$ cat config.mk
export PLATFORM = sky130hd
export DESIGN_NAME = frontend_top
export DESIGN_NICKNAME = d
export VERILOG_FILES = /design/src/verilog/frontend_pkg.sv /design/src/verilog/mem_arbiter.sv /design/src/verilog/icache.sv /design/src/verilog/fetch_unit.sv /design/src/verilog/frontend_top.sv
export VERILOG_INCLUDE_DIRS = /design/src /design/src/verilog
export SDC_FILE = /design/constraint.sdc
export NUM_CORES = 2
export LEC_CHECK = 0
export BUFFER_PORTS_ARGS = -buffer_cell sky130_fd_sc_hd__buf_4
export CELL_PAD_IN_SITES_DETAIL_PLACEMENT = 0
export CELL_PAD_IN_SITES_GLOBAL_PLACEMENT = 1
export CORE_UTILIZATION = 41
export DETAILED_ROUTE_END_ITERATION = 16
export PLACE_DENSITY = 0.69
export SETUP_SLACK_MARGIN = 0.02
export SYNTH_ARGS = -nofsm -noshare
export SYNTH_HDL_FRONTEND = slang
export SYNTH_HIERARCHICAL = 1
export SYNTH_SLANG_ARGS = --single-unit
$ cat constraint.sdc
create_clock -name clock -period 6.7 [get_ports clock]
set_input_delay 1.34 -clock clock [delete_from_list [all_inputs] [get_ports clock]]
set_output_delay 1.34 -clock clock [all_outputs]
set_load 0.01 [all_outputs]
$ cat src/verilog/frontend_macros.svh
`ifndef FRONTEND_MACROS_SVH
`define FRONTEND_MACROS_SVH

////////////////////
// datapath widths
////////////////////

// address and pc width
`define XLEN 32

// one memory transfer, always a full block
`define BLOCK_BITS 64

// memory transaction tag, zero is reserved for "refused / no reply"
`define MEM_TAG_BITS 4

////////////////////
// icache geometry
////////////////////

// direct mapped, one block per line
`define ICACHE_LINES 32

// instruction word width
`define INST_BITS 32

////////////////////
// fetch constants
////////////////////

// pc after reset
`define RESET_PC 32'h0000_0000

// addi x0, x0, 0
`define NOP 32'h0000_0013

`endif

$ cat src/verilog/frontend_pkg.sv
`include "frontend_macros.svh"

package frontend_pkg;

    ////////////////////
    // memory bus
    ////////////////////

    // command on the shared memory port
    // encoding follows the memory model, none is idle
    typedef enum logic [1:0] {
        bus_none  = 2'h0,
        bus_load  = 2'h1,
        bus_store = 2'h2
    } bus_command_t;

    // transaction tag
    // nonzero response = accepted, zero = refused
    // mem2proc_tag of zero = no reply this cycle
    typedef logic [`MEM_TAG_BITS-1:0] mem_tag_t;

    ////////////////////
    // fetch to decode
    ////////////////////

    // contents of the fetch/decode stage register
    typedef struct packed {
        // packet holds a real instruction
        logic                   valid;
        // raw instruction word
        logic [`INST_BITS-1:0]  inst;
        // address it was fetched from
        logic [`XLEN-1:0]       pc;
        // sequential successor, pc + 4
        logic [`XLEN-1:0]       npc;
    } fetch_packet_t;

endpackage

$ cat src/verilog/mem_arbiter.sv
`timescale 1ns/1ps
`include "frontend_macros.svh"

module mem_arbiter (
    // data side from outside
    input  frontend_pkg::bus_command_t data_command,
    input  logic [`XLEN-1:0]           data_addr,
    input  logic [`BLOCK_BITS-1:0]     data_wdata,
    // instruction side, from the icache
    input  frontend_pkg::bus_command_t imem_command,
    input  logic [`XLEN-1:0]           imem_addr,
    // accept tag from memory in the request cycle
    input  frontend_pkg::mem_tag_t     mem2proc_response,
    output frontend_pkg::mem_tag_t     imem_response,
    // the single memory port
    output frontend_pkg::bus_command_t proc2mem_command,
    output logic [`XLEN-1:0]           proc2mem_addr,
    output logic [`BLOCK_BITS-1:0]     proc2mem_data
);

    // data side owns the port whenever it asks for it
    logic data_active;

    assign data_active = (data_command == frontend_pkg::bus_load) ||
                         (data_command == frontend_pkg::bus_store);

    ////////////////////
    // port select
    ////////////////////

    always_comb begin
        // default to the instruction side
        proc2mem_command = imem_command;
        proc2mem_addr    = imem_addr;
        // icache never writes
        proc2mem_data    = '0;
        imem_response    = mem2proc_response;

        if (data_active) begin
            proc2mem_command = data_command;
            proc2mem_addr    = data_addr;
            proc2mem_data    = data_wdata;
            // accept belongs to the data request
            // icache sees a refusal and retries later
            imem_response    = '0;
        end
    end

endmodule

$ cat src/verilog/icache.sv
`timescale 1ns/1ps
`include "frontend_macros.svh"

module icache (
    input  logic                       clock,
    input  logic                       reset,
    // lookup address from fetch
    input  logic [`XLEN-1:0]           fetch_addr,
    // memory side
    input  frontend_pkg::mem_tag_t     imem_response,
    input  frontend_pkg::mem_tag_t     mem2proc_tag,
    input  logic [`BLOCK_BITS-1:0]     mem2proc_data,
    output frontend_pkg::bus_command_t imem_command,
    output logic [`XLEN-1:0]           imem_addr,
    // same-cycle result to fetch
    output logic [`INST_BITS-1:0]      icache_inst,
    output logic                       icache_hit
);

    // byte offset inside a block, then index, then tag
    localparam int OFFSET_BITS = $clog2(`BLOCK_BITS / 8);
    localparam int IDX_BITS    = $clog2(`ICACHE_LINES);
    localparam int TAG_BITS    = `XLEN - IDX_BITS - OFFSET_BITS;

    ////////////////////
    // storage
    ////////////////////

    logic [`BLOCK_BITS-1:0]   line_data [`ICACHE_LINES];
    logic [TAG_BITS-1:0]      line_tag  [`ICACHE_LINES];
    logic [`ICACHE_LINES-1:0] line_valid;

    // lookup fields
    logic [IDX_BITS-1:0]    fetch_idx;
    logic [TAG_BITS-1:0]    fetch_tag;
    logic [`BLOCK_BITS-1:0] fetch_block;

    // outstanding miss
    logic                   miss_pending;
    frontend_pkg::mem_tag_t pend_mem_tag;
    logic [IDX_BITS-1:0]    pend_idx;
    logic [TAG_BITS-1:0]    pend_tag;

    logic req_accepted;
    logic fill_en;

    ////////////////////
    // lookup
    ////////////////////

    assign fetch_idx   = fetch_addr[OFFSET_BITS +: IDX_BITS];
    assign fetch_tag   = fetch_addr[`XLEN-1 -: TAG_BITS];
    assign fetch_block = line_data[fetch_idx];

    assign icache_hit = line_valid[fetch_idx] && (line_tag[fetch_idx] == fetch_tag);

    // addr bit 2 picks the word
    // upper half holds the higher address
    assign icache_inst = fetch_addr[2] ? fetch_block[`BLOCK_BITS-1 -: `INST_BITS]
                                       : fetch_block[`INST_BITS-1:0];

    ////////////////////
    // miss request
    ////////////////////

    // one miss at a time
    // request held every cycle until memory gives a tag
    // bus stays idle while reset is held
    assign imem_command = (!reset && !icache_hit && !miss_pending) ? frontend_pkg::bus_load
                                                                   : frontend_pkg::bus_none;

    // block aligned
    assign imem_addr = {fetch_addr[`XLEN-1:OFFSET_BITS], {OFFSET_BITS{1'b0}}};

    assign req_accepted = (imem_command == frontend_pkg::bus_load) && (imem_response != '0);

    // accepted tags are nonzero so an idle bus never matches
    assign fill_en = miss_pending && (mem2proc_tag == pend_mem_tag);

    always_ff @(posedge clock) begin
        if (reset) begin
            miss_pending <= 1'b0;
        end else if (fill_en) begin
            miss_pending <= 1'b0;
        end else if (req_accepted) begin
            miss_pending <= 1'b1;
        end
    end

    // reply destination captured at accept time
    // a later redirect does not disturb the fill
    always_ff @(posedge clock) begin
        if (req_accepted) begin
            pend_mem_tag <= imem_response;
            pend_idx     <= fetch_idx;
            pend_tag     <= fetch_tag;
        end
    end

    ////////////////////
    // fill
    ////////////////////

    always_ff @(posedge clock) begin
        if (reset) begin
            line_valid <= '0;
        end else if (fill_en) begin
            line_valid[pend_idx] <= 1'b1;
        end
    end

    always_ff @(posedge clock) begin
        if (fill_en) begin
            line_data[pend_idx] <= mem2proc_data;
            line_tag[pend_idx]  <= pend_tag;
        end
    end

    ////////////////////
    // checks
    ////////////////////

    // valid bits only move on a fill and a fill needs a miss in flight
    assert property (@(posedge clock) disable iff (reset)
        (line_valid != $past(line_valid)) |-> $past(miss_pending))
        else $error("[ERROR] icache line became valid with no miss outstanding");

    // once memory took the request the bus stays quiet until the reply
    assert property (@(posedge clock) disable iff (reset)
        req_accepted |=> (imem_command == frontend_pkg::bus_none))
        else $error("[ERROR] icache issued a load at %h with tag %h pending",
                    imem_addr, pend_mem_tag);

endmodule

$ cat src/verilog/fetch_unit.sv
`timescale 1ns/1ps
`include "frontend_macros.svh"

module fetch_unit (
    input  logic                        clock,
    input  logic                        reset,
    // back-pressure from decode
    input  logic                        decode_stall,
    // resolved branch from the back end
    input  logic                        branch_req,
    input  logic [`XLEN-1:0]            branch_target,
    // icache result for fetch_addr, same cycle
    input  logic [`INST_BITS-1:0]       icache_inst,
    input  logic                        icache_hit,
    output logic [`XLEN-1:0]            fetch_addr,
    // fetch/decode stage register
    output frontend_pkg::fetch_packet_t fetch_packet
);

    // empty slot in the stage register
    localparam frontend_pkg::fetch_packet_t BUBBLE = '{
        valid: 1'b0,
        inst:  `NOP,
        pc:    '0,
        npc:   '0
    };

    logic [`XLEN-1:0] pc;
    logic [`XLEN-1:0] pc_plus4;
    // word moves into the stage register this edge
    logic             advance;

    assign pc_plus4   = pc + `XLEN'd4;
    assign advance    = icache_hit && !decode_stall;
    assign fetch_addr = pc;

    ////////////////////
    // program counter
    ////////////////////

    // redirect first, then stall, then sequential
    always_ff @(posedge clock) begin
        if (reset) begin
            pc <= `RESET_PC;
        end else if (branch_req) begin
            pc <= branch_target;
        end else if (advance) begin
            pc <= pc_plus4;
        end
    end

    ////////////////////
    // stage register
    ////////////////////

    always_ff @(posedge clock) begin
        if (reset) begin
            fetch_packet <= BUBBLE;
        end else if (branch_req) begin
            // squash whatever was fetched on the old path
            fetch_packet <= BUBBLE;
        end else if (!decode_stall) begin
            if (icache_hit) begin
                fetch_packet.valid <= 1'b1;
                fetch_packet.inst  <= icache_inst;
                fetch_packet.pc    <= pc;
                fetch_packet.npc   <= pc_plus4;
            end else begin
                // miss in progress
                fetch_packet <= BUBBLE;
            end
        end
        // stalled: hold packet as is
    end

    ////////////////////
    // checks
    ////////////////////

    // targets come from outside, so alignment is only as good as the back end
    assert property (@(posedge clock) disable iff (reset)
        pc[1:0] == 2'b00)
        else $error("[ERROR] fetch pc %h not word aligned", pc);

endmodule

$ cat src/verilog/frontend_top.sv
`timescale 1ns/1ps
`include "frontend_macros.svh"

module frontend_top (
    input  logic                       clock,
    input  logic                       reset,
    // memory replies
    input  frontend_pkg::mem_tag_t     mem2proc_response,
    input  frontend_pkg::mem_tag_t     mem2proc_tag,
    input  logic [`BLOCK_BITS-1:0]     mem2proc_data,
    // data-side requests
    input  frontend_pkg::bus_command_t data_command,
    input  logic [`XLEN-1:0]           data_addr,
    input  logic [`BLOCK_BITS-1:0]     data_wdata,
    // strobes from the back end
    input  logic                       decode_stall,
    input  logic                       branch_req,
    input  logic [`XLEN-1:0]           branch_target,
    // memory port
    output frontend_pkg::bus_command_t proc2mem_command,
    output logic [`XLEN-1:0]           proc2mem_addr,
    output logic [`BLOCK_BITS-1:0]     proc2mem_data,
    // fetch/decode register, flattened
    output logic                       fetch_valid,
    output logic [`INST_BITS-1:0]      fetch_inst,
    output logic [`XLEN-1:0]           fetch_pc,
    output logic [`XLEN-1:0]           fetch_npc
);

    ////////////////////
    // wires
    ////////////////////

    // icache <-> arbiter
    frontend_pkg::bus_command_t imem_command;
    logic [`XLEN-1:0]           imem_addr;
    frontend_pkg::mem_tag_t     imem_response;

    // fetch <-> icache
    logic [`XLEN-1:0]           fetch_addr;
    logic [`INST_BITS-1:0]      icache_inst;
    logic                       icache_hit;

    frontend_pkg::fetch_packet_t fetch_packet;

    ////////////////////
    // instances
    ////////////////////

    mem_arbiter u_mem_arbiter (
        .data_command      (data_command),
        .data_addr         (data_addr),
        .data_wdata        (data_wdata),
        .imem_command      (imem_command),
        .imem_addr         (imem_addr),
        .mem2proc_response (mem2proc_response),
        .imem_response     (imem_response),
        .proc2mem_command  (proc2mem_command),
        .proc2mem_addr     (proc2mem_addr),
        .proc2mem_data     (proc2mem_data)
    );

    // reply tag and data go to the icache unfiltered
    icache u_icache (
        .clock         (clock),
        .reset         (reset),
        .fetch_addr    (fetch_addr),
        .imem_response (imem_response),
        .mem2proc_tag  (mem2proc_tag),
        .mem2proc_data (mem2proc_data),
        .imem_command  (imem_command),
        .imem_addr     (imem_addr),
        .icache_inst   (icache_inst),
        .icache_hit    (icache_hit)
    );

    fetch_unit u_fetch_unit (
        .clock         (clock),
        .reset         (reset),
        .decode_stall  (decode_stall),
        .branch_req    (branch_req),
        .branch_target (branch_target),
        .icache_inst   (icache_inst),
        .icache_hit    (icache_hit),
        .fetch_addr    (fetch_addr),
        .fetch_packet  (fetch_packet)
    );

    // packet out to loose ports
    assign fetch_valid = fetch_packet.valid;
    assign fetch_inst  = fetch_packet.inst;
    assign fetch_pc    = fetch_packet.pc;
    assign fetch_npc   = fetch_packet.npc;

endmodule

After elaboration in Yosys (flattened, before gate mapping)
Memories as Yosys holds them, arrays and structs flattened. A register that Yosys moved wholly into a read port is not among the register bits.
Index checks and enable logic that the tools add are counted.
W data, S select, Z words.

word-level totals
  memory bits (writable) = 2816
  register bits after elaboration = 195
  word-level logic and storage cells = 57
  output and inout bits = 195
  memories = 2
  input port bits = 206

operators by class
  bitwise operators = 1
  muxes and demuxes = 19
  equal/unequal tests = 5
  $lt $le $gt $ge = 3
  add/subtract/negate cells = 1
  reductions and logical operators = 16

memory list
  name                depth  width  rd ports  clocked after memory_dff  write ports  line          source
  u_icache.line_data  32     64     1         1                         1            icache.sv:29  logic [`BLOCK_BITS-1:0] line_data [`ICACHE_LINES];
  u_icache.line_tag   32     24     1         1                         1            icache.sv:30  logic [TAG_BITS-1:0] line_tag [`ICACHE_LINES];

operator list
  cell                     number
  $mux W32                 4
  $mux W97                 1
  $mux W64                 1
  $add A32 B3 Y32 const B  1
  $or A32 B32 Y32          1
  $eq A24 B24 Y1           1
  $mux W5                  4
  $lt A5 B6 Y1 const B     2
  $logic_and A1 B1 Y1      7
  $bmux W1 S5              1
  $demux W1 S5             1
  $ge A5 B1 Y1 const B     1
  $mux W1                  5
  $eq A2 B1 Y1 const B     2
  $eq A4 B4 Y1             1
  $logic_not A1 Y1         4
  $mux W4                  1
  $reduce_bool A4 Y1       1
  $reduce_or A2 Y1         2
  $eq A2 B2 Y1 const B     1
  $mux W2                  1
  $reduce_bool A2 Y1       1
  $logic_or A1 B1 Y1       1

Depth between registers and ports, before layout
  depth after elaboration = 9
  mapped depth = 20
  gate-level depth less buffers = 12

Hierarchy
The synthesis kept the hierarchy.

by module, submodules not included
  module       instances  cells an instance  seq. area each (um2)  area an instance (um2)
  icache       1          4462               86212.7               109852.9
  fetch_unit   1          585                2542.4                5381.4
  mem_arbiter  1          120                0.0                   898.4

Worst setup path before layout
OpenSTA, ideal clock, no wires.

  kind = in2reg
  start point = input mem2proc_tag[1]
  end point = memory u_icache/line_data[26][0] (netlist bit), enable pin
  slack = 47 ps
  cell stages on the path = 6
  library setup time = 537 ps
  data required time = 6163 ps
  path buffers = 0
  data arrival time = 6116 ps
  cells stage by stage = inv_1 > a222oi_1 > nor4b_1 > nor2b_1 > nand3_1 > nor2_1

between the ends
  word-level cells in the longest chain between the ends = 4

RTL lines
  element                        line               source
  start, declared                frontend_top.sv:9  input frontend_pkg::mem_tag_t mem2proc_tag,
  $eq A4 B4 Y1                   icache.sv:78       assign fill_en = miss_pending && (mem2proc_tag == pend_mem_tag);
  $logic_and A1 B1 Y1            icache.sv:78
  $mux W1                        icache.sv:113      if (fill_en) begin
  $mux W1 (not written as such)  icache.sv:114      line_data[pend_idx] <= mem2proc_data;
  end, declared                  icache.sv:29

Every way passes these cells.

Worst setup path in the final report
  start point = register u_fetch_unit.pc[3] (netlist: u_fetch_unit/fetch_addr[3])
  end point = output proc2mem_command[0]

between the ends
  word-level cells in the longest chain between the ends = 8

RTL lines
  element                           line                source
  start, declared                   fetch_unit.sv:28    logic [`XLEN-1:0] pc;
  start signal, assigned            fetch_unit.sv:44    pc <= `RESET_PC;
  start signal, assigned            fetch_unit.sv:46    pc <= branch_target;
  start signal, assigned            fetch_unit.sv:48    pc <= pc_plus4;
  $bmux W1 S5                       icache.sv:55        assign icache_hit = line_valid[fetch_idx] && (line_tag[fetch_idx] == fetch_tag);
  $mux W1 (not written as such)     icache.sv:55
  $logic_and A1 B1 Y1               icache.sv:55
  via icache_hit                    frontend_top.sv:42  logic icache_hit;
  $logic_not A1 Y1                  icache.sv:69        assign imem_command = (!reset && !icache_hit && !miss_pending) ? frontend_pkg::bus_load
  $logic_and A1 B1 Y1 (2 in a row)  icache.sv:69
  $mux W1                           icache.sv:69
  via imem_command[0]               frontend_top.sv:35  frontend_pkg::bus_command_t imem_command;
  $mux W2                           mem_arbiter.sv:39   if (data_active) begin
  end, declared                     frontend_top.sv:20  output frontend_pkg::bus_command_t proc2mem_command,

The timed path passes the listed nets, and every way through them passes these cells. The select of a mux whose other input is x is not followed.

==> flow_metrics.py <==
metrics = {
    "cells_and_area": {
        "nNetsFinal": 5973,
        "final_common_cell": "edfxtp_1",
        "stdcell_area_mm2": 0.135,
        "area_growth_pct": 16.1,
        "final_cell_mix": "edfxtp_1 (2849), mux4_2 (858), buf_4 (527)",
        "final_layout_size_suffix_gt1_share_pct": 33.6,
    },
    "global_route": {
        "grt_pass1_vias": 58200,
        "grt_pass1_wl_um": 460000,
        "track_usage_pct": 23.0,
        "antenna_found_initial": 27,
        "grt-ovfl-total": 0,
        "grt_max_degree": 136,
    },
    "floorplan": {
        "die_area_mm2": 0.285,
        "die-width_um": 534,
        "num_io_pins": 401,
        "rows": 195,
        "die_y_um": 534,
        "initial_core_util_pct": 41.2,
        "core_mm2": 0.282,
    },
    "yosys": {
        "ys.flop_type": "edfxtp_1",
        "synth_cells": 5167,
        "synthDistinctLibCells": 79,
        "synth.avg_cell_area_um2": 22.5,
        "synthAdderAreaFrac_pct": 0.0194,
        "synth-edff-count": 2849,
        "yosysSeqAreaShare_pct": 76.4,
        "ys_async_sr_fraction_pct": 0,
        "synth_top_family_by_area": "multiplexers",
        "ys_ff_latch": 3009,
        "synth_xor_area_share_pct": 0.474,
        "netlist_area_mm2": 0.116,
        "yosys.area_share.simple_pct": 2.33,
        "synth_compound_area_share_pct": 1.80,
        "synthMuxAreaShare_pct": 17.4,
        "yosys_warnings": 6,
    },
    "clocking": {
        "cts_hold_buffers": 0,
        "clock_tree.buffer_depth": 4,
        "clock-root-buffer": "clkbuf_16",
        "cts_buffers": 324,
        "cts_sinks": 3009,
        "clk_latency_ns": 0.98,
        "h-tree-depth": 5,
        "clkTransAtPathRegs_ns": 0.06,
        "cts_tree": "done",
    },
    "setup_path": {
        "worstPathMaxFanout": 35,
        "critPathCapture": "proc2mem_command[0]",
        "reg2reg_from": "u_fetch_unit/fetch_addr[3]$_SDFFE_PP0N_",
        "slowest_delay_ns": 0.59,
        "end_kind": "output port",
        "cp.required_ns": 5.36,
        "critPathSlowestCell": "dfxtp_4",
        "reg2regPathDepth": 13,
        "rrSetupSlack_ns": 0.95,
        "startpoint": "u_fetch_unit/fetch_addr[3]$_SDFFE_PP0N_",
        "startpoint_type": "register",
        "critPathKind": "register to output port",
        "r2r_end": "u_fetch_unit/fetch_addr[7]$_SDFFE_PP0N_",
        "cpMostUsedCell": "o21ai_0",
        "cp_cell_sequence": "buf_12 -> mux4_2 -> mux2_2 -> o221ai_1 -> xor2_1 -> o21ai_0 -> nor4_1 -> and3_2 -> nor3_2 -> nor2_1 -> o21ai_0 -> buf_4",
        "arrival_ns": 5.03,
    },
    "place": {
        "placed_cell_area_mm2": 0.125,
        "gp_congestion": 0.821,
        "place_hpwl_um": 172000,
        "dp_slack_ns": 0.960,
        "place.port_buffers": 400,
    },
    "power_and_ir_drop": {
        "leakagePower_nw": 42.3,
        "peakVddDrop_uv": 280,
        "cellPowerDensity_mw_per_mm2": 298,
    },
    "timing": {
        "tns_ns": 0,
        "tightest_slew_ns": 1.34,
        "fmax_ghz": 0.157,
        "period_needed_ns": 6.37,
        "period_share_pct": 95.1,
        "hold_viol_final": 0,
        "slew_viol_final": 0,
        "finClkSkew_ns": 0.102,
        "rsz0062_at_grt": "no",
        "max-slew-margin-rel_pct": 10.6,
        "setup_ws_ns": 0.327,
        "finalSetupViolCount": 0,
    },
    "drt": {
        "wl_per_cell_um": 33.9,
        "post-route-drc-count": 0,
        "via_per_inst": 5.98,
        "drt-total-wl_um": 331000,
        "dr.pass1.iters": 5,
        "vias": 58400,
        "drtIter0Drc": 7798,
        "ant_nets": 0,
    },
    "outcome": {
        "status": "finished, final reports clean",
    },
    "min_path": {
        "hold_class": "register to register",
    },
    "run": {
        "maxCapViolations": 0,
    },
}
==> critical path, delay by kind of cell (launching register included) <==
kind	cells	cell delay, ns
buffers and inverters	2	0.53
AOI/OAI and AO/OA	3	0.79
DFF	1	0.59
xor gates and xnor gates	1	0.37
muxes	2	0.82
and+or+nand+nor	4	0.94
==> stage by stage <==
| step | power (W) | std cells | hold slack (ns) | utilization [%] |
|---|---|---|---|---|
| after CTS | 0.0405 | 9751 | 0.448 | 47.8 |
| after floorplan | 0.0224 | 5170 | 0.435 | - |
| final | 0.0402 | 9756 | 0.448 | 47.8 |
| after global routing | 0.0413 | 9754 | 0.465 | 47.8 |
| after global placement | 0.0233 | 9182 | 0.434 | 44.2 |
| after detailed placement | 0.0233 | 9182 | 0.439 | 44.2 |
==> state kept, by name, summed over array words and instances (netlist names) <==
| register | cells |
|---|---|
| u_fetch_unit/fetch_addr | 32 |
| u_fetch_unit/fetch_packet | 95 |
| u_icache/line_data | 2048 |
| u_icache/line_tag | 768 |
| u_icache/line_valid | 32 |
| u_icache/miss_pending | 1 |
| u_icache/pend_idx | 5 |
| u_icache/pend_mem_tag | 4 |
| u_icache/pend_tag | 24 |
==> where the power goes <==
group          switching, W  internal [W]  total (W)
combinational       0.00118      0.000972    0.00215
sequential         0.000144        0.0206     0.0208
clock               0.00711        0.0102     0.0173
==> layer usage <==
layer  part of all wire [%]  vias to the layer above  GRT usage, %
met4                    2.5                       26          5.97
met1                     40                    31800          31.9
li1                       -                    23000             -
met3                    9.1                      478          4.65
met2                     48                     3069          37.2
met5                  0.049                        -             0
==> cells in the mapped netlist (7+ instances only) <==
| library cell | n | area [um2] |
|---|---|---|
| a211oi_1 | 26 | 195 |
| a22oi_1 | 17 | 128 |
| mux4_2 | 858 | 19300 |
| a22o_1 | 57 | 499 |
| xnor2_1 | 34 | 298 |
| nor2_1 | 144 | 541 |
| mux2_2 | 39 | 439 |
| mux2i_1 | 39 | 390 |
| o21ai_0 | 29 | 145 |
| o22ai_1 | 16 | 100 |
| buf_4 | 56 | 420 |
| dfxtp_1 | 160 | 3200 |
| xor2_1 | 27 | 236 |
| nand3_1 | 33 | 165 |
| and3_1 | 11 | 68.8 |
| a21oi_1 | 18 | 90.1 |
| nand4_1 | 13 | 81.3 |
| a311oi_1 | 8 | 70.1 |
| o211ai_1 | 9 | 67.6 |
| nand2_1 | 150 | 563 |
| nor2b_1 | 17 | 106 |
| nor4_1 | 19 | 119 |
| and2_1 | 85 | 532 |
| a32oi_1 | 7 | 61.3 |
| inv_1 | 20 | 75.1 |
| clkbuf_1 | 84 | 315 |
| buf_1 | 15 | 56.3 |
| edfxtp_1 | 2849 | 85600 |
| nor3_1 | 19 | 95.1 |
| buf_2 | 151 | 756 |
| o21ba_2 | 8 | 80.1 |
| a31oi_1 | 23 | 144 |
| buf_6 | 18 | 203 |
==> layout make-up <==
cell class              count  area (um2)
fillers                 22800      147000
clock inverters           159        1480
clock buffers             410        8670
repair buffers            594        5300
inverters                  23        95.1
well taps                3743        4680
diodes                      4        10.0
flip-flops and latches   3009       88800
multi-input cells        1814       25800
==> kinds of logic after synthesis <==
logic type / Yosys count
flip-flops: 3009
adder cells (fa/ha/maj): 2
buffers and inverters: 347
AO/OA/AOI/OAI: 272
multiplexers: 938
AND/OR/NAND/NOR: 536
XOR/XNOR: 62
other: 1
==> how the worst min path moves through the flow <==
stage	cells after the start	endpoint	startpoint
2_1_floorplan	2	u_icache/line_valid[10]$_SDFFE_PP0P_	u_icache/line_valid[10]$_SDFFE_PP0P_
3_3_place_gp	2	u_fetch_unit/fetch_packet[10]$_SDFFE_PP0N_	u_fetch_unit/fetch_packet[10]$_SDFFE_PP0N_
3_5_place_dp	2	u_fetch_unit/fetch_packet[55]$_SDFFE_PP0N_	u_fetch_unit/fetch_packet[55]$_SDFFE_PP0N_
4_1_cts	2	u_fetch_unit/fetch_packet[51]$_SDFFE_PP0N_	u_fetch_unit/fetch_packet[51]$_SDFFE_PP0N_
5_1_grt	2	u_fetch_unit/fetch_packet[61]$_SDFFE_PP0N_	u_fetch_unit/fetch_packet[61]$_SDFFE_PP0N_
6_report	2	u_fetch_unit/fetch_packet[51]$_SDFFE_PP0N_	u_fetch_unit/fetch_packet[51]$_SDFFE_PP0N_
==> timing repair <==
item                       CTS  global route
resized for setup            0             3
buffers inserted             0             1
setup endpoints to repair    0             1
No activity file was read; power rests on OpenSTA's default activity.
